`src/verilog/fir_pkg.sv`:
```
// shared widths, types and coefficients of the serial Morse FIR filter
// modules refer to these by scoped names, nothing is imported

package fir_pkg;

	////////////////////////////////////////////////////////////////////////////
	// widths
	////////////////////////////////////////////////////////////////////////////

	localparam int SAMPLE_W    = 10;
	localparam int COEFF_W     = 17;
	localparam int ACC_W       = 32;
	localparam int NUM_TAPS    = 32;
	localparam int SCALE_SHIFT = 15;

	typedef logic signed [SAMPLE_W-1:0] sample_t;
	typedef logic signed [COEFF_W-1:0]  coeff_t;
	typedef logic signed [ACC_W-1:0]    acc_t;

	// new sample from the receiver, or a sample moving into the next lane
	typedef struct packed {
		logic    valid;
		sample_t data;
	} sample_s;

	// finished partial sum of one lane, held until the transmitter takes it
	typedef struct packed {
		logic ready;
		acc_t sum;
	} lane_result_s;

	////////////////////////////////////////////////////////////////////////////
	// coefficients
	////////////////////////////////////////////////////////////////////////////

	// age 0 is the newest sample, the big centre tap sits at age 15
	function automatic coeff_t coeff_at(input int unsigned age);
		case (age)
			0:  return 17'sd962;
			1:  return 17'sd795;
			2:  return 17'sd314;
			3:  return -17'sd301;
			4:  return -17'sd813;
			5:  return -17'sd1021;
			6:  return -17'sd837;
			7:  return -17'sd326;
			8:  return 17'sd318;
			9:  return 17'sd848;
			10: return 17'sd1057;
			11: return 17'sd861;
			12: return 17'sd331;
			13: return -17'sd329;
			14: return -17'sd865;
			15: return 17'sd31698;
			16: return -17'sd865;
			17: return -17'sd329;
			18: return 17'sd331;
			19: return 17'sd861;
			20: return 17'sd1057;
			21: return 17'sd848;
			22: return 17'sd318;
			23: return -17'sd326;
			24: return -17'sd837;
			25: return -17'sd1021;
			26: return -17'sd813;
			27: return -17'sd301;
			28: return 17'sd314;
			29: return 17'sd795;
			30: return 17'sd962;
			31: return 17'sd761;
			// ages past the table contribute nothing
			default: return '0;
		endcase
	endfunction

endpackage

```
`src/verilog/serial_sample_rx.sv`:
```
// bit-serial sample receiver, MSB first, one bit per clock while hndshk is high
// issues the finished sample with a one-cycle valid strobe

module serial_sample_rx
(
	input  logic              clk,
	input  logic              reset,
	input  logic              hndshk,
	input  logic              data_in,
	output fir_pkg::sample_s  new_sample
);

	localparam int CNT_W = $clog2(fir_pkg::SAMPLE_W);

	logic [CNT_W-1:0]              bit_cnt;
	logic [fir_pkg::SAMPLE_W-2:0]  shreg;
	logic                          sample_valid;
	fir_pkg::sample_t              sample_data;
	logic                          last_bit;

	// tenth bit of the current sample is on data_in
	assign last_bit = hndshk && (bit_cnt == CNT_W'(fir_pkg::SAMPLE_W - 1));

	always_ff @(posedge clk or negedge reset)
	begin
		if (!reset)
		begin
			bit_cnt      <= '0;
			sample_valid <= 1'b0;
		end
		else
		begin
			sample_valid <= last_bit;
			if (last_bit)
				bit_cnt <= '0;
			else if (hndshk)
				bit_cnt <= bit_cnt + 1'b1;
		end
	end

	// shift path, only the counter decides when the word is complete
	always_ff @(posedge clk)
	begin
		if (hndshk)
			shreg <= {shreg[fir_pkg::SAMPLE_W-3:0], data_in};
		if (last_bit)
			sample_data <= {shreg, data_in};
	end

	assign new_sample = '{valid: sample_valid, data: sample_data};

endmodule

```
`config.mk`:
```
export PLATFORM = sky130hd
export DESIGN_NAME = serial_sample_rx
export DESIGN_NICKNAME = d
export VERILOG_FILES = /design/src/verilog/fir_pkg.sv /design/src/verilog/serial_sample_rx.sv
export SDC_FILE = /design/constraint.sdc
export NUM_CORES = 1
export LEC_CHECK = 0
export ABC_AREA = 1
export BUFFER_PORTS_ARGS = -buffer_cell sky130_fd_sc_hd__buf_4
export CELL_PAD_IN_SITES_DETAIL_PLACEMENT = 2
export CELL_PAD_IN_SITES_GLOBAL_PLACEMENT = 2
export CORE_MARGIN = 2
export CORE_UTILIZATION = 35
export CTS_CLUSTER_DIAMETER = 150
export DETAILED_ROUTE_END_ITERATION = 8
export PLACE_DENSITY = 0.72
export REMOVE_ABC_BUFFERS = 1
export SYNTH_ARGS = -nofsm -noshare
export SYNTH_HDL_FRONTEND = slang
export SYNTH_SLANG_ARGS = --single-unit
```
`constraint.sdc`:
```
create_clock -name clk -period 3.3 [get_ports clk]
set_clock_uncertainty 0.2 [all_clocks]
set_input_delay 0.66 -clock clk [delete_from_list [all_inputs] [get_ports clk]]
set_output_delay 0.66 -clock clk [all_outputs]
set_load 0.03 [all_outputs]
```
**Word level (Yosys, flattened, before mapping)**

Cells that the tools add are included.

- Memories: 0
- Input bits: 4
- Logic and storage cells: 10
- Bits in registers: 24
- Bits in read-only memories: 0
- Bits in latches: 0
- Output and inout port bits: 11
- Memory bits (writable): 0

- Reductions and logical operators: 2
- Shift operators: 0
- Multiply operators: 0
- Equal/unequal tests: 1
- Bitwise operators: 0
- Multiplexer cells: 2
- Magnitude comparators: 0
- Divide/modulo/power cells: 0
- Add/sub/neg operators: 1

Operators by type and width:

| kind | number |
|---|---|
| $mux W4 | 2 |
| $add A4 B1 Y4 const B | 1 |
| $eq A4 B4 Y1 const B | 1 |
| $reduce_bool A2 Y1 | 1 |
| $logic_and A1 B1 Y1 | 1 |

**Depth between registers and ports, before layout**

- Word-level depth: 3
- Depth in mapped cells: 5

**Least setup slack after synthesis**

No wires, ideal clock.

- Path kind: input-to-reg
- Start: input port hndshk
- End: register sample_data[0] (enable)
- Stages: 2
- Data required time: 2.752 ns
- Path buffers: 0
- Slack: 1.715 ns
- Arrival: 1.037 ns
- Setup time: 0.348 ns
- Path through: nand4_1 inv_1

- Cells in the longest elaborated chain, start to end: 1

Ends and longest elaborated chain:

| what | line | RTL |
|---|---|---|
| start, declared | serial_sample_rx.sv:8 | `input logic hndshk,` |
| $logic_and A1 B1 Y1 | serial_sample_rx.sv:22 | `assign last_bit = hndshk && (bit_cnt == CNT_W'(fir_pkg::SAMPLE_W - 1));` |
| named net last_bit | serial_sample_rx.sv:19 | `logic last_bit;` |
| end signal, assigned | serial_sample_rx.sv:47 | `sample_data <= {shreg, data_in};` |
| end, declared | serial_sample_rx.sv:18 | `fir_pkg::sample_t sample_data;` |

The timed path passes the listed nets, and every way through them passes these cells.
A chain may end at the register's enable or synchronous reset.

**Worst setup path after layout**

- Start: register sample_data[3]
- End: output port new_sample[3] (netlist name)

RTL lines:

| what | line | RTL |
|---|---|---|
| end, declared | serial_sample_rx.sv:10 | `output fir_pkg::sample_s new_sample` |

No word-level cell between the ends.

==> flow_summary.toml <==
[logic_synthesis]
ys_warn_count = 0
syn-cell-area_um2 = 818.3
ys_ff_latch = 24
seq_area_frac_synth_pct = 85.02
synthCells = 46
synth_cell_types = 13
synth.avg_cell_area_um2 = 17.79

[final_layout]
final_cells = 92
antenna_cells = 0
fin_nets = 71
drive_above_1_share_pct = 29.69
syn_to_final_growth_pct = 20.64
final_cell_mix = "19 x edfxtp_1, 14 x buf_4, 5 x nand2_1, 5 x nor2_1, 5 x dfrtp_1"
final_common_cell = "edfxtp_1"
stdcell_area_um2 = 987.2

[critical_path]
worst-path-stages = 1
crit_buf_inv = 1
worstSetupPathType = "flop to primary output"
crit_arrival_ps = 870
crit_path_end = "new_sample[3]"
cp-start-kind = "flop"
crit_path_max_fanout = 1
crit_chain = "buf_4"
critPathRequiredTime_ps = 2440
r2r-end = "sample_data[3]"
r2r_cells = 4
r2r_slack_ps = 1610
critPathTopFamily = "flip-flops"
cp_slowest_stage_delay_ps = 390
cpMaxStageDelayCell = "edfxtp_1"
end_kind = "primary output"
startpoint = "sample_data[3]"
reg2reg_from = "bit_cnt[1]"

[status]
status = "complete, no violations"

[die]
coreArea_um2 = 2212
die_y_um = 52.35
num_io_pins = 15
dieArea_um2 = 2741
start_util_pct = 36.99
std_cell_rows = 17
die_x_um = 52.35

[cts]
cts.reportedPaths.clkPinSlew_ps = 120
tritoncts = "yes"
clockBufferDepth = 2
clock-sinks = 24
clock_latency_ps = 300
cts_buffers = 3
ctsResizeCount = 0
root_buffer = "clkbuf_4"
cts_max_level = 1

[drt]
vias = 407
drtIter0Drc = 0
dr.pass1.iters = 1
wl_per_cell_um = 13.05
ant_nets = 0
drc = 0
viasPerCell = 4.424
wl_um = 1201

[timing]
max_slew_margin_pct = 66.60
tightest_slew_ps = 500.5
hold_viol_final = 0
fin_crit_ps = 1731
setup-tns-final_ps = 0
setup_viol = 0
rsz0062_at_grt = "false"
slew_violations = 0
fmax_mhz = 577.7
post-route-period-util_pct = 52.46

[global_routing]
grt_use_total_pct = 10.46
grt_max_degree = 16
grt-ovfl-total = 0
antenna_found_initial = 0
grt_first_pass_wirelength_um = 1987
grt_pass1_vias = 427

[placed_design]
placed_area_um2 = 950.9
gp_congestion = 0.6972
dp_cells = 87
hpwlAfterDp_um = 827.8
port_buffers = 14

[power]
max-vdd-ir-drop_v = 0.0002536
power_density_nw_per_um2 = 657.4
total_leakage_power_uw = 0.0003964

[hold_path]
hold_path.class = "flop to flop"
hp-start = "shreg[8]"

[flow_run]
maxCapViolCount = 0
==> how the worst min path moves through the flow <==
| stage | end | slack (ps) | cells after the start |
|---|---|---|---|
| after global placement | sample_data[9] | 200 | 0 |
| after CTS | sample_data[9] | 230 | 0 |
| after global routing | sample_data[9] | 250 | 0 |
| after detailed placement | sample_data[9] | 210 | 0 |
| after floorplan | bit_cnt[0] | 160 | 0 |
| final | sample_data[9] | 230 | 0 |
==> Yosys cell counts <==
master     n  area share [%]
nor2_2     1            0.77
o21ai_0    1            0.61
nand2_1    5             2.3
xor2_1     1             1.1
dfrtp_1    5              15
buf_4      1            0.92
nand2_2    1            0.77
inv_1      3             1.4
edfxtp_1  19              70
xnor2_1    1             1.1
nand4_1    1            0.77
nor2_1     5             2.3
ha_1       2             3.1
==> cell type report <==
type,instances,area (um^2)
Fill cell,233,1225
Sequential cell,24,695.7
Timing Repair Buffer,15,115.1
Multi-Input combinational cell,18,103.9
Tap cell,28,35.03
Clock buffer,4,26.28
Inverter,3,11.26
==> through the flow <==
stage	setup WS [ps]	total power (uW)	hold WS [ps]	util, %
after floorplan	1715	486.9	164.4	-
after global placement	1344	525.8	203.1	42.99
after detailed placement	1286	531.5	205.2	42.99
after CTS	1542	660.9	234.8	44.63
after global routing	1489	697.1	248.5	44.63
final	1569	649.0	231.9	44.63
==> where the power goes <==
group          switching, uW  internal [uW]  leakage, uW
Sequential              35.0            373     0.000239
Clock                   79.4           47.1    0.0000150
Combinational           67.5           47.3     0.000143
==> routing by layer <==
| metal | share of wire [%] | track usage [%] | vias to the layer above |
|---|---|---|---|
| met1 | 44 | 13.80 | 200 |
| met4 | 0 | 3.846 | 0 |
| met3 | 5.7 | 2.571 | 0 |
| li1 | - | - | 194 |
| met5 | 0 | 0 | - |
| met2 | 50 | 16.67 | 13 |
==> kinds of logic (layout without fill, tap and decap cells) <==
kind of cell	Yosys count	count (layout)	share of synthesized area [%]
and+or+nand+nor	13	13	6.883
xor gates and xnor gates	2	2	2.141
AOI/OAI and AO/OA	1	1	0.6110
adders and majority gates	2	2	3.058
DFF	24	24	85.02
buffers and inverters	4	22	2.294
==> registers in the layout (all words and copies together), names as in the netlist <==
signal        cells
bit_cnt           4
sample_data      10
sample_valid      1
shreg             9
==> timing repair <==
action                                 4_1_cts  5_1_grt
hold buffers                                 1        0
setup buffers                                0        0
endpoints found under the hold margin        5        0
No activity file was read; power rests on OpenSTA's default activity.
