**src/verilog/fir_pkg.sv**
```systemverilog
// shared widths, types and coefficients of the serial Morse FIR filter
// modules refer to these by scoped names, nothing is imported

package fir_pkg;

	////////////////////////////////////////////////////////////////////////////
	// widths
	////////////////////////////////////////////////////////////////////////////

	localparam int SAMPLE_W    = 10;
	localparam int COEFF_W     = 17;
	localparam int ACC_W       = 32;
	localparam int NUM_TAPS    = 32;
	localparam int SCALE_SHIFT = 15;

	typedef logic signed [SAMPLE_W-1:0] sample_t;
	typedef logic signed [COEFF_W-1:0]  coeff_t;
	typedef logic signed [ACC_W-1:0]    acc_t;

	// new sample from the receiver, or a sample moving into the next lane
	typedef struct packed {
		logic    valid;
		sample_t data;
	} sample_s;

	// finished partial sum of one lane, held until the transmitter takes it
	typedef struct packed {
		logic ready;
		acc_t sum;
	} lane_result_s;

	////////////////////////////////////////////////////////////////////////////
	// coefficients
	////////////////////////////////////////////////////////////////////////////

	// age 0 is the newest sample, the big centre tap sits at age 15
	function automatic coeff_t coeff_at(input int unsigned age);
		case (age)
			0:  return 17'sd962;
			1:  return 17'sd795;
			2:  return 17'sd314;
			3:  return -17'sd301;
			4:  return -17'sd813;
			5:  return -17'sd1021;
			6:  return -17'sd837;
			7:  return -17'sd326;
			8:  return 17'sd318;
			9:  return 17'sd848;
			10: return 17'sd1057;
			11: return 17'sd861;
			12: return 17'sd331;
			13: return -17'sd329;
			14: return -17'sd865;
			15: return 17'sd31698;
			16: return -17'sd865;
			17: return -17'sd329;
			18: return 17'sd331;
			19: return 17'sd861;
			20: return 17'sd1057;
			21: return 17'sd848;
			22: return 17'sd318;
			23: return -17'sd326;
			24: return -17'sd837;
			25: return -17'sd1021;
			26: return -17'sd813;
			27: return -17'sd301;
			28: return 17'sd314;
			29: return 17'sd795;
			30: return 17'sd962;
			31: return 17'sd761;
			// ages past the table contribute nothing
			default: return '0;
		endcase
	endfunction

endpackage

```
**src/verilog/fir_lane.sv**
```systemverilog
// one segment of the FIR delay line with its own sequential multiply-accumulate
// lanes are chained, each one passes its oldest sample to the next

module fir_lane
#(
	parameter int TAPS_PER_LANE = 8,
	parameter int LANE_INDEX    = 0
)
(
	input  logic                  clk,
	input  logic                  reset,
	input  logic                  hndshk,
	input  fir_pkg::sample_s      sample_in,
	output fir_pkg::sample_s      shift_out,
	input  logic                  result_taken,
	output fir_pkg::lane_result_s result
);

	localparam int IDX_W = (TAPS_PER_LANE > 1) ? $clog2(TAPS_PER_LANE) : 1;

	fir_pkg::sample_t  taps [TAPS_PER_LANE];
	fir_pkg::sample_t  operand;
	fir_pkg::coeff_t   coeff;
	fir_pkg::acc_t     product;
	fir_pkg::acc_t     acc;
	logic [IDX_W-1:0]  tap_idx;
	logic [IDX_W-1:0]  idx_eff;
	int unsigned       tap_age;
	logic              busy;
	logic              ready;
	logic              mac_en;
	logic              last_tap;

	// oldest entry leaves on the same strobe that shifts this segment
	assign shift_out = '{valid: sample_in.valid, data: taps[TAPS_PER_LANE-1]};

	////////////////////////////////////////////////////////////////////////////
	// delay line segment
	////////////////////////////////////////////////////////////////////////////

	always_ff @(posedge clk or negedge reset)
	begin
		if (!reset)
		begin
			for (int i = 0; i < TAPS_PER_LANE; i++)
				taps[i] <= '0;
		end
		else if (sample_in.valid)
		begin
			taps[0] <= sample_in.data;
			for (int i = 1; i < TAPS_PER_LANE; i++)
				taps[i] <= taps[i-1];
		end
	end

	////////////////////////////////////////////////////////////////////////////
	// multiply-accumulate
	////////////////////////////////////////////////////////////////////////////

	// the shift cycle already takes its first product from the incoming sample
	always_comb
	begin
		if (sample_in.valid)
		begin
			idx_eff = '0;
			operand = sample_in.data;
		end
		else
		begin
			idx_eff = tap_idx;
			operand = taps[tap_idx];
		end
		tap_age = LANE_INDEX * TAPS_PER_LANE + int'(idx_eff);
		coeff   = fir_pkg::coeff_at(tap_age);
		product = fir_pkg::acc_t'(operand) * fir_pkg::acc_t'(coeff);
	end

	assign mac_en   = (busy || sample_in.valid) && !hndshk;
	assign last_tap = (idx_eff == IDX_W'(TAPS_PER_LANE - 1));

	always_ff @(posedge clk or negedge reset)
	begin
		if (!reset)
		begin
			busy    <= 1'b0;
			ready   <= 1'b0;
			tap_idx <= '0;
		end
		else if (result_taken)
			ready <= 1'b0;
		else if (mac_en)
		begin
			busy    <= !last_tap;
			ready   <= last_tap;
			tap_idx <= last_tap ? '0 : idx_eff + 1'b1;
		end
		else if (sample_in.valid)
		begin
			// host still holds hndshk high, wait for the low phase
			busy    <= 1'b1;
			tap_idx <= '0;
		end
	end

	always_ff @(posedge clk)
	begin
		if (result_taken)
			acc <= '0;
		else if (mac_en)
			acc <= (sample_in.valid ? '0 : acc) + product;
		else if (sample_in.valid)
			acc <= '0;
	end

	assign result = '{ready: ready, sum: acc};

endmodule

```
**config.mk**
```make
export PLATFORM = sky130hd
export DESIGN_NAME = fir_lane
export DESIGN_NICKNAME = d
export VERILOG_FILES = /design/src/verilog/fir_pkg.sv /design/src/verilog/fir_lane.sv
export SDC_FILE = /design/constraint.sdc
export NUM_CORES = 1
export LEC_CHECK = 0
export BUFFER_PORTS_ARGS = -buffer_cell sky130_fd_sc_hd__buf_4
export CAP_MARGIN = 20
export CORE_MARGIN = 1.5
export CORE_UTILIZATION = 57
export CTS_BUF_LIST = sky130_fd_sc_hd__clkbuf_4 sky130_fd_sc_hd__clkbuf_8 sky130_fd_sc_hd__clkbuf_16
export DETAILED_ROUTE_END_ITERATION = 16
export MAX_ROUTING_LAYER = met4
export PLACE_DENSITY = 0.87
export SLEW_MARGIN = 25
export SYNTH_ARGS = -nofsm -noshare
export SYNTH_HDL_FRONTEND = slang
export SYNTH_SLANG_ARGS = --single-unit
export TNS_END_PERCENT = 20
```
**constraint.sdc**
```tcl
create_clock -name clk -period 8.55 [get_ports clk]
set_input_delay 1.2825 -clock clk [delete_from_list [all_inputs] [get_ports clk]]
set_output_delay 1.2825 -clock clk [all_outputs]
set_load 0.05 [all_outputs]
```
### Yosys cells after proc, flatten, opt, wreduce, memory -nomap -nowiden

Memories as Yosys holds them, arrays and structs flattened.
Cells that the tools add are included.
W data, S select, Z words.

| word-level totals | value |
|---|---|
| register bits after elaboration | 117 |
| bits of input ports | 15 |
| bits in read-only memories | 544 |
| word-level logic and storage cells | 40 |
| memories | 1 |

Memories:

| memory | words | bits a word | read ports | clocked after Yosys merged registers in | wr ports | RTL line | RTL |
|---|---|---|---|---|---|---|---|
| (no name shown) | 32 | 17 | 1 | 0 | 0 | fir_pkg.sv:38 | `case (age)` |

| cells by class | value |
|---|---|
| multiplexer cells | 13 |
| equal/unequal tests | 1 |
| bitwise gates (word level) | 2 |
| reductions and logical operators | 7 |
| $mul | 1 |
| add/subtract/negate cells | 2 |
| magnitude comparators | 1 |

Operator list:

| operator | count |
|---|---|
| $mux W32 | 2 |
| $add A32 B32 Y32 | 1 |
| $bmux W10 S3 | 1 |
| $mux W10 | 3 |
| $mul A10 B17 Y27 | 1 |
| $mux W3 | 3 |
| $ge A4 B4 Y1 const B | 1 |
| $mux W1 | 4 |
| $not A3 Y4 | 1 |
| $reduce_bool A2 Y1 | 2 |
| $add A3 B1 Y3 const B | 1 |
| $eq A3 B3 Y1 const B | 1 |
| $logic_not A1 Y1 | 2 |
| $reduce_and A2 Y1 | 1 |
| $logic_and A1 B1 Y1 | 1 |
| $logic_or A1 B1 Y1 | 1 |
| $not A1 Y1 | 1 |

### Depth between registers and ports, before layout

| depth | value |
|---|---|
| word-level depth | 8 |
| gate-level depth with buffers | 41 |
| gate-level depth less buffers | 37 |

### Least setup slack after synthesis

No wires, ideal clock.

| path | value |
|---|---|
| kind | input-to-reg |
| start point | input sample_in[10] in the netlist's numbering |
| end point | register acc[30] |
| path slack | -0.763 ns |
| stages on the path | 36 |
| arrival time | 9.196 ns |
| path buffers | 4 |
| data required time | 8.433 ns |
| path through | buf_2 -> nand2b_1 -> buf_2 -> inv_1 -> nand2_1 -> clkbuf_1 -> o22ai_1 -> a221oi_1 -> nor2_1 -> fa_1 -> inv_1 -> fa_1 -> inv_1 -> fa_1 -> fa_1 -> inv_1 -> fa_1 -> inv_1 -> ha_1 -> and4_1 -> a21o_1 -> a221oi_2 -> inv_1 -> a21oi_1 -> xnor2_1 -> ha_1 -> clkbuf_1 -> a21oi_1 -> nand2_1 -> a221oi_2 -> o21ai_1 -> a41o_1 -> o41a_1 -> a311oi_2 -> xnor2_1 -> a22o_1 |

| on the way | value |
|---|---|
| word-level cells in the longest chain between the ends | 5 |
| elaborated cells on any way between the ends | 9 |
| classes of those cells | 1 x add/sub; 1 x mul; 4 x mux; 2 x reduce/logical; 1 x memory |

RTL lines:

| what | RTL line | RTL |
|---|---|---|
| start, declared | fir_lane.sv:13 | `input fir_pkg::sample_s sample_in,` |
| $mux W3 | n/a |  |
| $mem_v2 Z32 W17 | n/a |  |
| $mul A10 B17 Y27 | fir_lane.sv:75 | `product = fir_pkg::acc_t'(operand) * fir_pkg::acc_t'(coeff);` |
| $add A32 B32 Y32 | fir_lane.sv:110 | `acc <= (sample_in.valid ? '0 : acc) + product;` |
| $mux W32 * | fir_lane.sv:109 | `else if (mac_en)` |
| end signal, assigned | fir_lane.sv:110 |  |
| end, declared | fir_lane.sv:25 | `fir_pkg::acc_t acc;` |

Every way passes the cells marked *; elsewhere a longest branch is shown, timed or not.
A chain may end at the register's enable or synchronous reset.

### Worst setup path in the final report

| path | value |
|---|---|
| start point | input sample_in[10] in the netlist's numbering |
| end point | register acc[31] |

Same word-level chain as after synthesis.

==> results.yml <==
layout:
  drive_above_1_share: 0.338
  fin_nets: 1633
  area_growth_pct: 27.8
  fillers: 1180
  antenna_cells: 0
  final_cell_area_mm2: 0.0146
job:
  drv_cap: 0
synth:
  ys_warn_count: 0
  syn_nets: 1419
  synth.avg_cell_area_um2: 9.51
  synth_top_area_frac: 0.186
  ys_seq_area_frac: 0.242
  yosysUniqueCellTypes: 65
  ys_ff_latch: 117
  syn_inst: 1203
  synth-async-reset-ratio: 0.726
  synth.area.top_cells: "dfrtp_1, fa_1, ha_1, mux2_2, inv_1"
  synth_edf_count: 0
  synth_area_mm2: 0.0114
  synth.most_common_cell: "inv_1"
  ys.flop_type: "dfrtp_1"
  yosys-top-cells-count: "inv_1, nand2_1, ha_1"
  yosys.area.top_type: "dfrtp_1"
detailed_routing:
  routed_wl_um: 32700
  vias: 10000
  avgViaCountPerCell: 5.91
  wl_per_cell_um: 19.3
  drtIter0Drc: 751
  first_pass_iters: 6
  ant_nets: 0
  drcViolationCount: 0
worst_hold_path:
  min_path_type: "reg2reg"
global_route:
  grt_overflow: 0
  grt_pass1_wl_um: 49800
  grt_pass1_vias: 10400
  antenna_found_initial: 0
  grt_max_degree: 86
  grt_usage: 0.318
clock_tree:
  cts_hold_buf: 0
  cts_root_buf: "clkbuf_16"
  clk-insertion-delay-late_ns: 0.44
  clock-sinks: 117
  cts.clk_slew.worst_paths_ns: 0.06
  cts_buffer_depth: 2
  numCtsBuffers: 17
  htree_levels: 4
  cts_tree: "built"
outcome:
  status: "finished, violations left"
  violations: "negative setup slack"
placed_design:
  port-buffer-count: 58
  gp_congestion: 0.962
  placed_area_mm2: 0.0137
  place_ws_ns: -0.569
  dpl.hpwl_um: 21800
setup_path:
  cp.buffers_inverters: 8
  cpMostUsedCell: "fa_1"
  cp-start-kind: "input port"
  critical_path_arrival_ns: 9.07
  crit_type: "in2reg"
  cpMaxStageDelayCell: "fa_1"
  worstPathMaxFanout: 8
  critPathMaxStageDelay_ns: 0.59
  crit_family: "adder cells"
  endpoint_kind: "flip-flop"
  cp_data_required_time_ns: 8.93
floorplan:
  die-area_mm2: 0.0209
  initial_core_util: 0.584
  die_h_um: 145
  core_mm2: 0.0196
  ioPinCount: 59
  die_x_um: 145
  rows: 51
sta:
  rsz0062_at_grt: "true"
  timing_hold_violations_final: 0
  max_freq_mhz: 115
  slew_headroom: 0.492
  min_period_over_period: 1.02
  finalWorstSetupSlack_ns: -0.146
  worstMarginPinSlew_ns: 0.762
  finClkSkew_ns: 0.0160
  setup_viol: 4
  slew_viol_final: 0
  min_period_ns: 8.70
==> cells by family after synthesis <==
logic type      Yosys count  share of synthesized area
compound gates          202                      0.120
xor+xnor                 39                     0.0299
fa+ha+maj               201                      0.285
buf+inv                 233                     0.0810
flops                   117                      0.242
mux                     113                      0.120
simple gates            298                      0.122
==> cell type report <==
class                           count  area (µm²)  share of cell area
Multi-Input combinational cell    853        8310               0.568
Sequential cell                   117        2770               0.189
Timing Repair Buffer              251        1960               0.134
Inverter                          177         678              0.0464
Clock buffer                       18         433              0.0296
Tap cell                          265         332              0.0227
Clock inverter                     14         143             0.00975
==> cells in the final DEF, fill, tap and decap left out, types with 22 or more instances in the layout <==
cell | Yosys | routed
a21oi_1 | 66 | 51
mux2_2 | 79 | 79
dfrtp_1 | 85 | 84
inv_1 | 177 | 167
nor2_1 | 90 | 82
a21o_1 | 22 | 22
nand2_1 | 103 | 92
nor2b_1 | 42 | 41
mux2i_1 | 23 | 23
dfxtp_1 | 32 | 32
buf_4 | 12 | 239
ha_1 | 101 | 85
fa_1 | 100 | 98
==> worst paths after layout <==
| check | start | endpoint | slack [ns] | depth (start not counted) |
|---|---|---|---|---|
| hold reg to reg | taps[15] | taps[15] | 0.53 | 1 |
| max in group asynchronous | reset | tap_idx[0] | 7.09 | 1 |
| setup / recovery | sample_in[10] | acc[31] | -0.15 | 36 |
| hold / removal | taps[15] | taps[15] | 0.53 | 1 |
| min in group asynchronous | reset | taps[24] | 0.88 | 1 |
| setup reg to reg | tap_idx[1] | acc[31] | 0.09 | 35 |
==> per-stage QoR <==
step	setup TNS [ns]	utilization	instances	hold slack, ns
2_1_floorplan	-0.139	-	1203	0.492
3_3_place_gp	-1.38	0.698	1648	0.501
3_5_place_dp	-3.18	0.698	1648	0.514
4_1_cts	0	0.729	1680	0.530
5_1_grt	-1.87	0.747	1695	0.547
6_report	-0.285	0.747	1695	0.531
==> registers in the layout, summed over array words and instances, names as in the netlist <==
signal     count
tap_idx        3
ready          1
shift_out     10
busy           1
acc           32
taps          70
==> worst register-to-register path: cells and delay by family, from the launching register on <==
family	cells	cell delay (ns)
AND/OR/NAND/NOR	6	0.99
XOR/XNOR	2	0.28
multiplexers	1	0.20
AO/OA/AOI/OAI	13	2.39
buffers and inverters	6	0.83
flip-flops	1	0.52
adder cells (fa/ha/maj)	7	3.21
==> what timing repair did <==
action	4_1_cts	5_1_grt
setup buffers	0	14
pin swaps	1	38
setup endpoints to repair	5	8
gates cloned	0	1
resized for setup	8	59
==> metal layers <==
layer	wire length [µm]	vias to the layer above	global-route usage
met5	0	-	-
met4	1580	0	0.163
met3	1930	139	0.0579
met2	17000	461	0.556
met1	12200	4976	0.349
li1	-	4438	-
Power is not shown: default switching activity piles up to over one toggle a cycle in this logic, so the estimate is an artifact.
