**config.mk**
```make
export PLATFORM = sky130hd
export DESIGN_NAME = result_tx
export DESIGN_NICKNAME = d
export VERILOG_FILES = /design/src/verilog/fir_pkg.sv /design/src/verilog/result_tx.sv
export SDC_FILE = /design/constraint.sdc
export NUM_CORES = 1
export LEC_CHECK = 0
export ABC_CLOCK_PERIOD_IN_PS = 2800
export BUFFER_PORTS_ARGS = -buffer_cell sky130_fd_sc_hd__buf_2
export CORE_ASPECT_RATIO = 0.6
export CORE_MARGIN = 8
export CORE_UTILIZATION = 40
export CTS_CLUSTER_SIZE = 24
export DETAILED_ROUTE_END_ITERATION = 10
export GPL_ROUTABILITY_DRIVEN = 0
export PLACE_DENSITY_LB_ADDON = 0.3
export SYNTH_ARGS = -nofsm -noshare
export SYNTH_HDL_FRONTEND = slang
export SYNTH_SLANG_ARGS = --single-unit
```
**constraint.sdc**
```tcl
create_clock -name clk -period 2.8 [get_ports clk]
set_input_delay 0.7 -clock clk [delete_from_list [all_inputs] [get_ports clk]]
set_output_delay 0.7 -clock clk [all_outputs]
set_load 0.05 [all_outputs]
```
**src/verilog/fir_pkg.sv**
```systemverilog
// shared widths, types and coefficients of the serial Morse FIR filter
// modules refer to these by scoped names, nothing is imported

package fir_pkg;

	////////////////////////////////////////////////////////////////////////////
	// widths
	////////////////////////////////////////////////////////////////////////////

	localparam int SAMPLE_W    = 10;
	localparam int COEFF_W     = 17;
	localparam int ACC_W       = 32;
	localparam int NUM_TAPS    = 32;
	localparam int SCALE_SHIFT = 15;

	typedef logic signed [SAMPLE_W-1:0] sample_t;
	typedef logic signed [COEFF_W-1:0]  coeff_t;
	typedef logic signed [ACC_W-1:0]    acc_t;

	// new sample from the receiver, or a sample moving into the next lane
	typedef struct packed {
		logic    valid;
		sample_t data;
	} sample_s;

	// finished partial sum of one lane, held until the transmitter takes it
	typedef struct packed {
		logic ready;
		acc_t sum;
	} lane_result_s;

	////////////////////////////////////////////////////////////////////////////
	// coefficients
	////////////////////////////////////////////////////////////////////////////

	// age 0 is the newest sample, the big centre tap sits at age 15
	function automatic coeff_t coeff_at(input int unsigned age);
		case (age)
			0:  return 17'sd962;
			1:  return 17'sd795;
			2:  return 17'sd314;
			3:  return -17'sd301;
			4:  return -17'sd813;
			5:  return -17'sd1021;
			6:  return -17'sd837;
			7:  return -17'sd326;
			8:  return 17'sd318;
			9:  return 17'sd848;
			10: return 17'sd1057;
			11: return 17'sd861;
			12: return 17'sd331;
			13: return -17'sd329;
			14: return -17'sd865;
			15: return 17'sd31698;
			16: return -17'sd865;
			17: return -17'sd329;
			18: return 17'sd331;
			19: return 17'sd861;
			20: return 17'sd1057;
			21: return 17'sd848;
			22: return 17'sd318;
			23: return -17'sd326;
			24: return -17'sd837;
			25: return -17'sd1021;
			26: return -17'sd813;
			27: return -17'sd301;
			28: return 17'sd314;
			29: return 17'sd795;
			30: return 17'sd962;
			31: return 17'sd761;
			// ages past the table contribute nothing
			default: return '0;
		endcase
	endfunction

endpackage

```
**src/verilog/result_tx.sv**
```systemverilog
// adds the lane sums, scales them and returns the 32-bit word LSB first
// every returned bit is marked by a toggle of clk_out

module result_tx
#(
	parameter int NUM_LANES = 4
)
(
	input  logic                  clk,
	input  logic                  reset,
	input  fir_pkg::lane_result_s lane_results [NUM_LANES],
	output logic                  result_taken,
	output logic                  data_out,
	output logic                  clk_out
);

	localparam int CNT_W = $clog2(fir_pkg::ACC_W);

	typedef enum logic [1:0] {
		IDLE,
		SCALE,
		SEND
	} tx_state_e;

	tx_state_e          state;
	logic [CNT_W-1:0]   bit_cnt;
	fir_pkg::acc_t      lane_sum;
	fir_pkg::acc_t      scaled;
	fir_pkg::acc_t      shreg;
	logic               all_ready;
	logic               last_bit;

	always_comb
	begin
		all_ready = 1'b1;
		lane_sum  = '0;
		for (int i = 0; i < NUM_LANES; i++)
		begin
			all_ready = all_ready & lane_results[i].ready;
			lane_sum  = lane_sum + lane_results[i].sum;
		end
	end

	assign scaled = lane_sum >>> fir_pkg::SCALE_SHIFT;

	// lanes drop ready on the edge that sends the 32nd bit
	assign last_bit     = (bit_cnt == CNT_W'(fir_pkg::ACC_W - 1));
	assign result_taken = (state == SEND) && last_bit;

	////////////////////////////////////////////////////////////////////////////
	// FSM and serial output
	////////////////////////////////////////////////////////////////////////////

	always_ff @(posedge clk or negedge reset)
	begin
		if (!reset)
		begin
			state    <= IDLE;
			bit_cnt  <= '0;
			data_out <= 1'b0;
			clk_out  <= 1'b0;
		end
		else
		begin
			case (state)
				IDLE:
					if (all_ready)
						state <= SCALE;
				SCALE:
				begin
					// scaled word goes straight out, bit 0 first
					data_out <= scaled[0];
					clk_out  <= ~clk_out;
					bit_cnt  <= CNT_W'(1);
					state    <= SEND;
				end
				SEND:
				begin
					data_out <= shreg[0];
					clk_out  <= ~clk_out;
					bit_cnt  <= bit_cnt + 1'b1;
					if (last_bit)
						state <= IDLE;
				end
				default:
					state <= IDLE;
			endcase
		end
	end

	always_ff @(posedge clk)
	begin
		if (state == SCALE)
			shreg <= scaled >>> 1;
		else if (state == SEND)
			shreg <= shreg >>> 1;
	end

endmodule

```
==> Yosys cells after proc, flatten, opt, wreduce, memory -nomap -nowiden <==
Index checks and enable logic that the tools add are counted.
{ "word_totals": {"out_inout_bits": 3, "ff_bits": 41} }
{ "classes": {"n_bitwise": 4, "reduce_logical": 5, "n_addsub": 4, "eq_ne": 5, "n_mux": 7} }
{ "ops": {"columns": ["operator", "n"], "rows": [
  ["$add 32x32->32", 3],
  ["$mux 32", 1],
  ["$mux 31", 1],
  ["$pmux 5 s2", 1],
  ["$pmux 2 s3", 1],
  ["$add 5x1->5 const B", 1],
  ["$eq 5x5->1 const B", 1],
  ["$mux 2", 2],
  ["$ne 2x2->1 const B", 2],
  ["$and 1x1->1", 3],
  ["$eq 2x1->1 const B", 1],
  ["$eq 2x2->1 const B", 1],
  ["$logic_not 2->1", 1],
  ["$pmux 1 s2", 1],
  ["$reduce_and 2->1", 1],
  ["$reduce_bool 2->1", 1],
  ["$reduce_or 2->1", 1],
  ["$logic_and 1x1->1", 1],
  ["$not 1->1", 1]
]} }

==> Longest topological paths before layout <==
Gate-level depths: netlist (run 1).
{ "logic_depth": {"ltp_word": 5, "depth_mapped": 15, "ltp_nobuf": 12} }

==> Worst setup path before layout (run 1) <==
Ideal clock, no wire load.
{ "synth_timing": {"path_type": "input to register", "start": "in lane_results[9] (netlist name)", "end": "reg shreg[21] (data pin)", "setup_ps": 254, "path_slack_ps": -1051, "cell_stages": 12, "arrival_time_ps": 3597, "path_cell_list": "inv_1 > fa_1 > fa_1 > inv_1 > ha_1 > nand4_2 > o221a_1 > a211o_1 > a21oi_4 > mux2i_2 > buf_6 > nand2_1"} }
{ "synth_between": {"elab_chain_len": 2} }
{ "synth_lines": {"columns": ["element", "line_no", "source"], "rows": [
  ["from (decl)", "result_tx.sv:11", "input fir_pkg::lane_result_s lane_results [NUM_LANES],"],
  ["$add 32x32->32", "result_tx.sv:40", "lane_sum = lane_sum + lane_results[i].sum;"],
  ["$mux 32", "result_tx.sv:93", "if (state == SCALE)"],
  ["to (signal assigned)", "result_tx.sv:94", "shreg <= scaled >>> 1;"],
  ["to (signal assigned)", "result_tx.sv:96", "shreg <= shreg >>> 1;"],
  ["to (decl)", "result_tx.sv:29", "fir_pkg::acc_t shreg;"]
]} }
Every way passes these cells. The select of a mux whose other input is x is not followed.
A chain may end at the register's enable or synchronous reset.

==> Worst setup path in the final report (run 1) <==
{ "layout_timing": {"start": "in lane_results[70] (netlist name)", "end": "reg shreg[10] (data pin)"} }
{ "layout_between": {"elab_chain_len": 4} }
{ "layout_lines": {"columns": ["element", "line_no"], "rows": [
  ["$add 32x32->32 (3 in series)", "result_tx.sv:40"],
  ["$mux 32", "result_tx.sv:93"]
]} }
Every way passes these cells. The select of a mux whose other input is x is not followed.

==> results of run 1 <==
==> power groups by stage <==
stage	sequential (mW)	combinational, mW	clock, mW
floorplan	1.19	2.36	0
finish	1.15	3.83	0.660
global placement	1.14	3.52	0
detailed placement	1.16	3.62	0
global route	1.17	4.23	0.697
CTS	1.15	3.77	0.673
==> state kept, by name, summed over array words and instances, names as in the netlist <==
register	cells
bit_cnt	5
data_out	1
state	2
shreg	32
clk_out	1
==> through the flow <==
step	TNS [ns]	worst slack, ns	power [mW]	cells	util
after floorplan	-25.05	-0.9292	3.545	608	-
after global placement	-36.26	-1.233	4.665	982	0.5517
after detailed placement	-37.75	-1.276	4.781	982	0.5517
after CTS	-24.62	-0.8354	5.593	993	0.5760
after global routing	-29.03	-0.9825	6.098	994	0.5798
final	-25.25	-0.8919	5.638	994	0.5798
==> timing repair <==
action / CTS / global route
gates resized for setup: 35 / 12
pin swaps: 28 / 5
cloned: 0 / 0
endpoints found under the setup margin: 33 / 33
buffers inserted: 3 / 1
==> cell usage after synthesis (2+ instances only) <==
master	count
a211o_1	3
a211oi_1	5
a211oi_2	2
a21o_1	9
a21oi_1	44
a21oi_2	2
a31oi_1	2
and2_1	3
and3_1	2
buf_2	6
buf_6	3
clkbuf_1	6
dfrtp_1	9
edfxtp_1	32
fa_1	61
ha_1	35
inv_1	184
mux2_2	9
mux2i_1	2
nand2_1	53
nand2b_1	2
nand3_1	6
nand4_1	8
nand4b_1	2
nor2_1	19
nor2b_1	3
nor3_1	10
o211ai_1	4
o21a_1	7
o21ai_0	23
o21ai_1	4
o21bai_1	6
o22ai_1	3
o31ai_1	3
xnor2_1	15
xor2_1	2
==> metal layers <==
metal	share of wire	global-route usage	vias to the layer above
li1	-	-	2359
met2	0.46	0.2548	182
met1	0.45	0.2175	2213
met3	0.087	0.03252	4
met5	0	0	-
met4	0.0019	0.01729	0
==> worst paths after layout <==
path / end / cells after the start / slack, ns / startpoint
min reg2reg: clk_out / 1 / 0.46 / clk_out
min in group clk: clk_out / 1 / 0.46 / clk_out
max reg2reg: shreg[16] / 8 / 0.87 / state[1]
max: shreg[10] / 14 / -0.89 / lane_results[70]
min: bit_cnt[3] / 1 / 0.26 / reset
max in group asynchronous: bit_cnt[0] / 1 / 2.35 / reset
==> cell type report <==
| type | instances | share of cell area |
|---|---|---|
| inverters | 184 | 0.09843 |
| flip-flops and latches | 41 | 0.1587 |
| repair buffers | 223 | 0.1870 |
| clock buffers | 7 | 0.01908 |
| well taps | 170 | 0.02846 |
| multi-input cells | 368 | 0.5044 |
| clock inverters | 1 | 0.004017 |
==> cell families (layout without fill, tap and decap cells) <==
| kind of cell | after synthesis | count (layout) | share of synthesized area |
|---|---|---|---|
| buf+inv | 199 | 415 | 0.1469 |
| compound gates | 130 | 130 | 0.1608 |
| simple gates | 112 | 112 | 0.09792 |
| fa+ha+maj | 96 | 96 | 0.3136 |
| flops | 41 | 41 | 0.2242 |
| xor+xnor | 17 | 17 | 0.02815 |
| mux | 13 | 13 | 0.02838 |
==> worst reg2reg max path, delay by kind of cell (launching register included) <==
family / cells / cell delay (ns)
buf+inv: 4 / 0.66
simple gates: 2 / 0.38
fa+ha+maj: 1 / 0.26
mux: 1 / 0.12
flops: 1 / 0.38
==> flow_summary_export.csv, run 1 <==
group,metric,value,unit
clocking,clkSinkCount,41,
placement,port_buffers,136,
setup_path,cpPeakStageDelay,0.52,ns
min_path,min_path_type,"primary input to async pin",
floorplan,die_w,164.5,um
setup_path,worst_setup_path_start_kind,"primary input",
synth,synth-main-ff-cell,"edfxtp_1",
synth,ys_seq_elements,41,
power,p_comb_frac,0.680,
synth,netlist_area,5290,sq um
grt,grt_overflow,0,
timing,fmax,270.9,MHz
power,power.density,754.3,nW/um^2
power,switching_share,0.4022,
setup_path,crit_path_top_delay_cell,"fa_1",
drt,ant_nets,0,
run_status,violations,"setup timing",
drt,via_per_inst,4.787,
synth,yosysUniqueCellTypes,55,
drt,firstDrtPassIters,5,
placement,dp_hpwl,11510,um
floorplan,initial_core_util,0.4103,
clocking,cts-root-buf,"clkbuf_16",
finish,final_common_cell,"inv_1",
floorplan,io_pins,137,
run_status,outcome,"complete, but fails checks",
grt,grt.total_usage,0.1567,
finish,multi_input_area,3770,sq um
finish,postLayoutCellArea,7475,sq um
clocking,ctsHoldBuffers,0,
timing,relSlewSlack,0.6621,
finish,insertedDiodeCount,0,
drt,wl_per_cell,13.54,um
synth,syn_area_per_cell,8.701,sq um
finish,syn2layout_area_growth,41.30,%
timing,fin_crit,3.692,ns
timing,finalCritPeriodShare,1.319,
drt,vias,4758,
setup_path,critical_path_class,"primary input to flip-flop",
clocking,clk_pin_slew,0.06,ns
timing,hold_viol,0,
timing,tightest_slew,0.5068,ns
setup_path,end_kind,"flip-flop",
finish,seqCellArea,1186,sq um
grt,grt_max_degree,29,
setup_path,required,2.83,ns
clocking,cts_max_level,2,
job,max_cap_viol_count,0,
timing,finalSetupViolCount,33,
synth,synth_nets,838,
power,leakage,3.804,nW
clocking,tritoncts,"yes",
setup_path,cp.arrival,3.72,ns
clocking,cts_buffers,5,
finish,drive_gt1_frac,0.4017,
timing,hold_slack,0.2642,ns
finish,final_cell_mix,"inv_1 (161), buf_2 (131), buf_4 (84)",
setup_path,cp_common_cell,"fa_1",
power,ir_drop,0.0003360,V
timing,drv_slew,0,
grt,grt_first_pass_wirelength,22690,um
synth,ys_warn_count,0,
synth,yosysSeqAreaShare,0.2242,
power,internal_power,3.370,mW
drt,drc,0,
synth,netlist_instances,608,
floorplan,core,12890,sq um
power,power_frac_clock,0.117,
synth,synth_area_leader_cell,"fa_1",
grt,grt_pass1_vias,5063,
power,switchingPower,2.268,mW
clocking,clk_path_buf_depth,2,
synth,synth_area_leaders,"fa_1 (23%), edfxtp_1 (18%), inv_1 (13%), ha_1 (8.3%), dfrtp_1 (4.3%)",
clocking,insertion_delay,0.28,ns
power,seq_power_share,0.203,
drt,routed_wl,13460,um
floorplan,die_area,17280,sq um
drt,drtIter0Drc,248,
placement,post_dp_cell_area,7113,sq um
setup_path,critPathMaxFanout,4,
setup_path,cp_num_buf_inv,4,
floorplan,rows,32,
finish,nets,1053,
synth,ys_async_sr_fraction,0.2195,
floorplan,die_h,105.1,um
grt,antenna_found_initial,0,
setup_path,cp_top_family,"adder cells",
timing,clock_skew,0.006373,ns
timing,final.setup.worst_slack,-0.8919,ns
synth,synth_edf_count,32,
setup_path,cp_cell_sequence,"buf_8 -> inv_8 -> fa_1 -> inv_1 -> fa_1 -> ha_1 -> nand4b_1 -> o22ai_2 -> o211ai_1 -> a311oi_2 -> buf_4 -> a211oi_2 -> xnor2_1 -> mux2_4",
finish,n_fill_cell,1133,
synth,yosys.area.top_type_share,0.2308,
timing,grt_setup_unrepaired,"true",
No activity file was read; power rests on OpenSTA's default activity.
==> run 2, diff against run 1 <==
ABC_AREA = 1   (was default)
SKIP_CTS_REPAIR_TIMING = 1   (was default)
==> run 2 against run 1 <==
Net effect: worst hold slack lost 0.0089 ns; sequential cell count did not move; sequential share of layout area decreased by 2.4 points; the flow still finishes with violations (setup timing); largest cell class unchanged; maximum frequency increased by 14%; setup slack gained 0.47 ns; power rose by 25%; clock-buffer cell count increased by 1; cell count increased by 31%; die area rose by 10%; highest routed layer unchanged; global-route usage fell by 0.30 points.
==> flow_summary_export.csv, run 2 <==
group,metric,value,unit
finish,largest_register_ffs,32,
synth,yosys.area.top_type_share,0.2068,
synth,synth_edf_count,32,
synth,netlist_instances,879,
finish,insertedDiodeCount,0,
synth,ys_async_sr_fraction,0.2195,
placement,port_buffers,136,
drt,via_per_inst,4.442,
timing,finalSetupViolCount,33,
floorplan,core,14460,sq um
grt,grt.total_usage,0.1537,
finish,final_common_cell,"inv_1",
synth,synth_top_family_by_area,"simple AND/OR/NAND/NOR gates",
power,switchingPower,3.348,mW
clocking,cts-root-buf,"clkbuf_16",
power,ir_drop,0.0003571,V
synth,synth_area_leaders,"fa_1 (21%), inv_1 (19%), nand2_1 (18%), edfxtp_1 (16%), ha_1 (7.4%)",
placement,post_dp_cell_area,7769,sq um
timing,clock_skew,0.006999,ns
synth,syn_area_per_cell,6.719,sq um
timing,relSlewSlack,0.3836,
grt,grt_max_degree,32,
timing,tightest_slew,0.9236,ns
grt,grt_overflow,0,
clocking,cts_max_level,2,
run_status,violations,"setup timing",
finish,final_cell_mix,"inv_1 (255), nand2_1 (198), buf_2 (129)",
synth,ys_warn_count,0,
grt,grt_pass1_vias,5499,
finish,postLayoutCellArea,8785,sq um
timing,finalCritPeriodShare,1.152,
drt,wl_met1,7648,um
setup_path,critical_path_class,"primary input to flip-flop",
clocking,cts_buffers,5,
setup_path,required,2.84,ns
power,seq_power_share,0.184,
drt,wl_met2,6546,um
grt,antenna_found_initial,0,
synth,netlist_area,5906,sq um
drt,ant_nets,0,
synth,synth_fa_ha_area_frac,0.2809,
power,leakage,4.976,nW
timing,grt_setup_unrepaired,"true",
drt,routed_wl,15330,um
setup_path,cp.arrival,3.26,ns
synth,synthXorXnorAreaFrac,0.005932,
placement,placedCellCount,1284,
timing,final.setup.worst_slack,-0.4248,ns
synth,synth_nets,1109,
synth,yosys.area_share.simple,0.2822,
drt,drtIter0Drc,290,
job,max_cap_viol_count,0,
drt,vias,5792,
power,switching_share,0.4766,
floorplan,die_w,172.9,um
synth,yosysSeqAreaShare,0.2008,
synth,synth_common_cells,"inv_1 (295), nand2_1 (284), fa_1 (61), nand3_1 (36), ha_1 (35)",
drt,routed.top_layer,"met4",
timing,fin_crit,3.225,ns
setup_path,cpPeakStageDelay,0.56,ns
drt,firstDrtPassIters,5,
setup_path,crit_path_top_delay_cell,"fa_1",
finish,syn2layout_area_growth,48.75,%
finish,stdcell_count,1304,
setup_path,cp_cell_sequence,"buf_6 -> inv_2 -> fa_1 -> fa_1 -> inv_2 -> ha_4 -> buf_6 -> nand2_4 -> nand2_4 -> nand2_2 -> nand2_2 -> nand2_2 -> nand2_4 -> a21oi_4 -> nand3_4 -> nand3_4 -> nand2_1",
setup_path,worst_setup_path_start_kind,"primary input",
setup_path,critPathMaxFanout,8,
power,internal_power,3.677,mW
finish,nets,1335,
synth,yosysUniqueCellTypes,36,
floorplan,io_pins,137,
power,power.density,799.7,nW/um^2
synth,synthMuxAreaShare,0,
synth,yosysMostFrequentCell,"inv_1",
clocking,insertion_delay,0.29,ns
floorplan,die_area,19040,sq um
finish,top_register,"shreg",
clocking,tritoncts,"yes",
floorplan,initial_core_util,0.4083,
finish,fin_util,0.6074,
timing,hold_viol,0,
setup_path,end_kind,"flip-flop",
floorplan,rows,34,
power,power_frac_clock,0.078,
grt,grt_first_pass_wirelength,24490,um
min_path,min_path_type,"primary input to async pin",
clocking,clkSinkCount,41,
timing,finalSetupTns,-11.35,ns
synth,ys_seq_elements,41,
drt,dr_wl_met3,1011,um
run_status,outcome,"complete, but fails checks",
timing,drv_slew,0,
synth,synth-main-ff-cell,"edfxtp_1",
drt,drc,0,
finish,largestRegisters,"shreg (32), bit_cnt (5), state (2)",
timing,fmax,310.1,MHz
synth,synth_area_leader_cell,"fa_1",
clocking,clk_pin_slew,0.05,ns
placement,dp_hpwl,12670,um
clocking,clk_path_buf_depth,2,
finish,drive_gt1_frac,0.4204,
power,p_comb_frac,0.738,
drt,wl_per_cell,11.75,um
synth,synth-compound-area-share,0.03538,
floorplan,die_h,110.1,um
-- run 2: kinds of logic (layout without fill, tap and decap cells) --
logic type               after synthesis  after routing
XOR/XNOR                               4              4
buffers and inverters                304            529
flip-flops                            41             41
adder cells (fa/ha/maj)               96             96
AND/OR/NAND/NOR                      396            398
AO/OA/AOI/OAI                         38             38
-- run 2: final cells by class --
class	count	area, sq um
fillers	1292	5679
multi-input cells	536	4642
repair buffers	224	1430
flip-flops and latches	41	1186
inverters	297	1142
well taps	198	247.7
clock buffers	8	136.4
-- run 2: critical path: cells and delay by family --
| kind | cells | cell delay (ns) |
|---|---|---|
| compound gates | 1 | 0.21 |
| buf+inv | 4 | 0.27 |
| simple gates | 9 | 0.77 |
| fa+ha+maj | 3 | 1.30 |
-- run 2: path summary, 6_finish.rpt --
kind                                        from         end  slack (ns)  cells after the start
worst min register to register           clk_out     clk_out        0.46                      1
worst max-delay path            lane_results[16]   shreg[18]       -0.42                     17
min in group clk                         clk_out     clk_out        0.46                      1
worst max register to register          state[0]  bit_cnt[2]        0.96                      5
worst min-delay path                       reset  bit_cnt[3]        0.26                      1
max in group asynchronous                  reset  bit_cnt[1]        2.37                      1
-- run 2: power groups by stage --
stage | clock [mW] | sequential, mW | combinational (mW)
after floorplan | 0 | 1.34 | 2.81
after global placement | 0 | 1.29 | 4.16
after detailed placement | 0 | 1.30 | 4.23
after CTS | 0.557 | 1.30 | 4.25
after global routing | 0.581 | 1.32 | 5.74
final | 0.548 | 1.29 | 5.18
-- run 2: layer usage --
layer | global-route usage | up-vias
li1 | - | 2985
met1 | 0.2283 | 2632
met2 | 0.2318 | 165
met3 | 0.02891 | 10
met4 | 0.02633 | 0
met5 | 0 | -
-- run 2: stage by stage --
stage	total power [mW]	hold slack [ns]	setup slack, ns
floorplan	4.142	0.4044	-0.4458
global placement	5.449	0.4544	-0.7328
detailed placement	5.532	0.4556	-0.8181
CTS	6.103	0.2602	-0.5274
global route	7.647	0.2738	-0.5412
finish	7.025	0.2553	-0.4248
==> run 3, diff against run 2 <==
SETUP_SLACK_MARGIN = 0.2   (was default)
==> run 3 against run 2 <==
Net effect: the run still ends with setup timing left; sequential power about the same; sequential cell count unchanged; global-route usage unchanged; combinational power about the same; critical path depth unchanged; cell count unchanged; first-iteration DRC count increased by 0.34%; cell area unchanged; critical endpoint unchanged.
==> flow_summary_export.csv, run 3 (synthesized netlist as in run 2, its figures left out) <==
group,metric,value,unit
finish,final_cell_mix,"inv_1 (255), nand2_1 (198), buf_2 (129)",
timing,grt_setup_unrepaired,"true",
setup_path,cpPeakStageDelay,0.56,ns
grt,grt_pass1_vias,5499,
drt,firstDrtPassIters,5,
clocking,insertion_delay,0.29,ns
power,leakage,4.976,nW
drt,via_per_inst,4.439,
setup_path,worst_setup_path_start_kind,"primary input",
min_path,min_path_type,"primary input to async pin",
finish,drive_gt1_frac,0.4204,
floorplan,rows,34,
run_status,violations,"setup timing",
setup_path,cp_top_family,"adder cells",
setup_path,crit_path_top_delay_cell,"fa_1",
setup_path,cp_num_buf_inv,4,
clocking,cts-root-buf,"clkbuf_16",
finish,nets,1335,
drt,ant_nets,0,
placement,pre_cts_slack,-0.8181,ns
clocking,clk_pin_slew,0.05,ns
timing,tightest_slew,0.9192,ns
timing,relSlewSlack,0.3865,
power,ir_drop,0.0003571,V
clocking,cts_max_level,2,
finish,fin_util,0.6074,
setup_path,ff2ff_setup_slack,0.96,ns
floorplan,die_h,110.1,um
setup_path,critPathMaxFanout,8,
drt,routed_wl,15350,um
timing,finalSetupViolCount,33,
setup_path,end_kind,"flip-flop",
grt,antenna_found_initial,0,
power,power.density,800.3,nW/um^2
finish,syn2layout_area_growth,48.75,%
floorplan,die_area,19040,sq um
finish,final_common_cell,"inv_1",
finish,insertedDiodeCount,0,
setup_path,cp_cell_sequence,"buf_6 -> inv_2 -> fa_1 -> fa_1 -> inv_2 -> ha_4 -> buf_6 -> nand2_4 -> nand2_4 -> nand2_2 -> nand2_2 -> nand2_2 -> nand2_4 -> a21oi_4 -> nand3_4 -> nand3_4 -> nand2_1",
drt,vias,5788,
floorplan,core,14460,sq um
timing,finalCritPeriodShare,1.152,
placement,port_buffers,136,
grt,grt.total_usage,0.1537,
setup_path,cp.arrival,3.26,ns
floorplan,die_w,172.9,um
timing,fmax,310.0,MHz
finish,top_register,"shreg",
finish,largest_register_ffs,32,
clocking,clkSinkCount,41,
timing,fin_crit,3.225,ns
timing,drv_slew,0,
floorplan,initial_core_util,0.4083,
floorplan,io_pins,137,
placement,dp_hpwl,12670,um
grt,grt_overflow,0,
setup_path,required,2.84,ns
timing,hold_viol,0,
drt,drc,0,
timing,final.setup.worst_slack,-0.4254,ns
clocking,cts_buffers,5,
clocking,clk_path_buf_depth,2,
drt,wl_per_cell,11.77,um
clocking,tritoncts,"yes",
run_status,outcome,"complete, but fails checks",
grt,grt_first_pass_wirelength,24490,um
timing,clock_skew,0.007161,ns
setup_path,critical_path_class,"primary input to flip-flop",
drt,drtIter0Drc,291,
grt,grt_max_degree,32,
finish,largestRegisters,"shreg (32), bit_cnt (5), state (2)",
job,max_cap_viol_count,0,
[run 3: metrics by stage]
step	TNS (ns)	instance area (sq um)	cells	hold WS, ns	total power, mW
after global placement	-22.12	7769	1284	0.4544	5.449
after global routing	-15.15	8785	1304	0.2738	7.647
after CTS	-14.11	7905	1292	0.2602	6.103
final	-11.39	8785	1304	0.2553	7.031
after floorplan	-10.02	6290	879	0.4044	4.142
after detailed placement	-23.76	7769	1284	0.4556	5.532
[run 3: final timing paths]
path / endpoint / cells after the start / start
max: shreg[18] / 17 / lane_results[16]
min: bit_cnt[3] / 1 / reset
max reg2reg: bit_cnt[2] / 5 / state[0]
min reg2reg: clk_out / 1 / clk_out
max in group asynchronous: bit_cnt[1] / 1 / reset
min in group clk: clk_out / 1 / clk_out
[run 3: worst reg2reg max path: cells and delay by family (launching register included)]
kind                     cells  cell delay (ns)
adder cells (fa/ha/maj)      1             0.72
buffers and inverters        2             0.35
AO/OA/AOI/OAI                1             0.06
AND/OR/NAND/NOR              1             0.19
flip-flops                   1             0.37
[run 3: power by group]
part,internal (mW),total [mW],leakage [nW],switching (mW)
clock network,0.331,0.548,0.0652,0.217
registers,1.19,1.29,0.430,0.101
logic,2.15,5.19,4.48,3.03
[run 3: final cells by class]
class	count	area [sq um]
fillers	1292	5679
well taps	198	247.7
flip-flops and latches	41	1186
clock buffers	8	136.4
multi-input cells	536	4642
repair buffers	224	1430
inverters	297	1142
[run 3: per-layer routing]
metal	vias up	routed length [um]	global-route usage
li1	2985	-	-
met4	0	121	0.02633
met3	10	979	0.02891
met1	2638	7693	0.2283
met2	155	6555	0.2318
met5	-	0	0
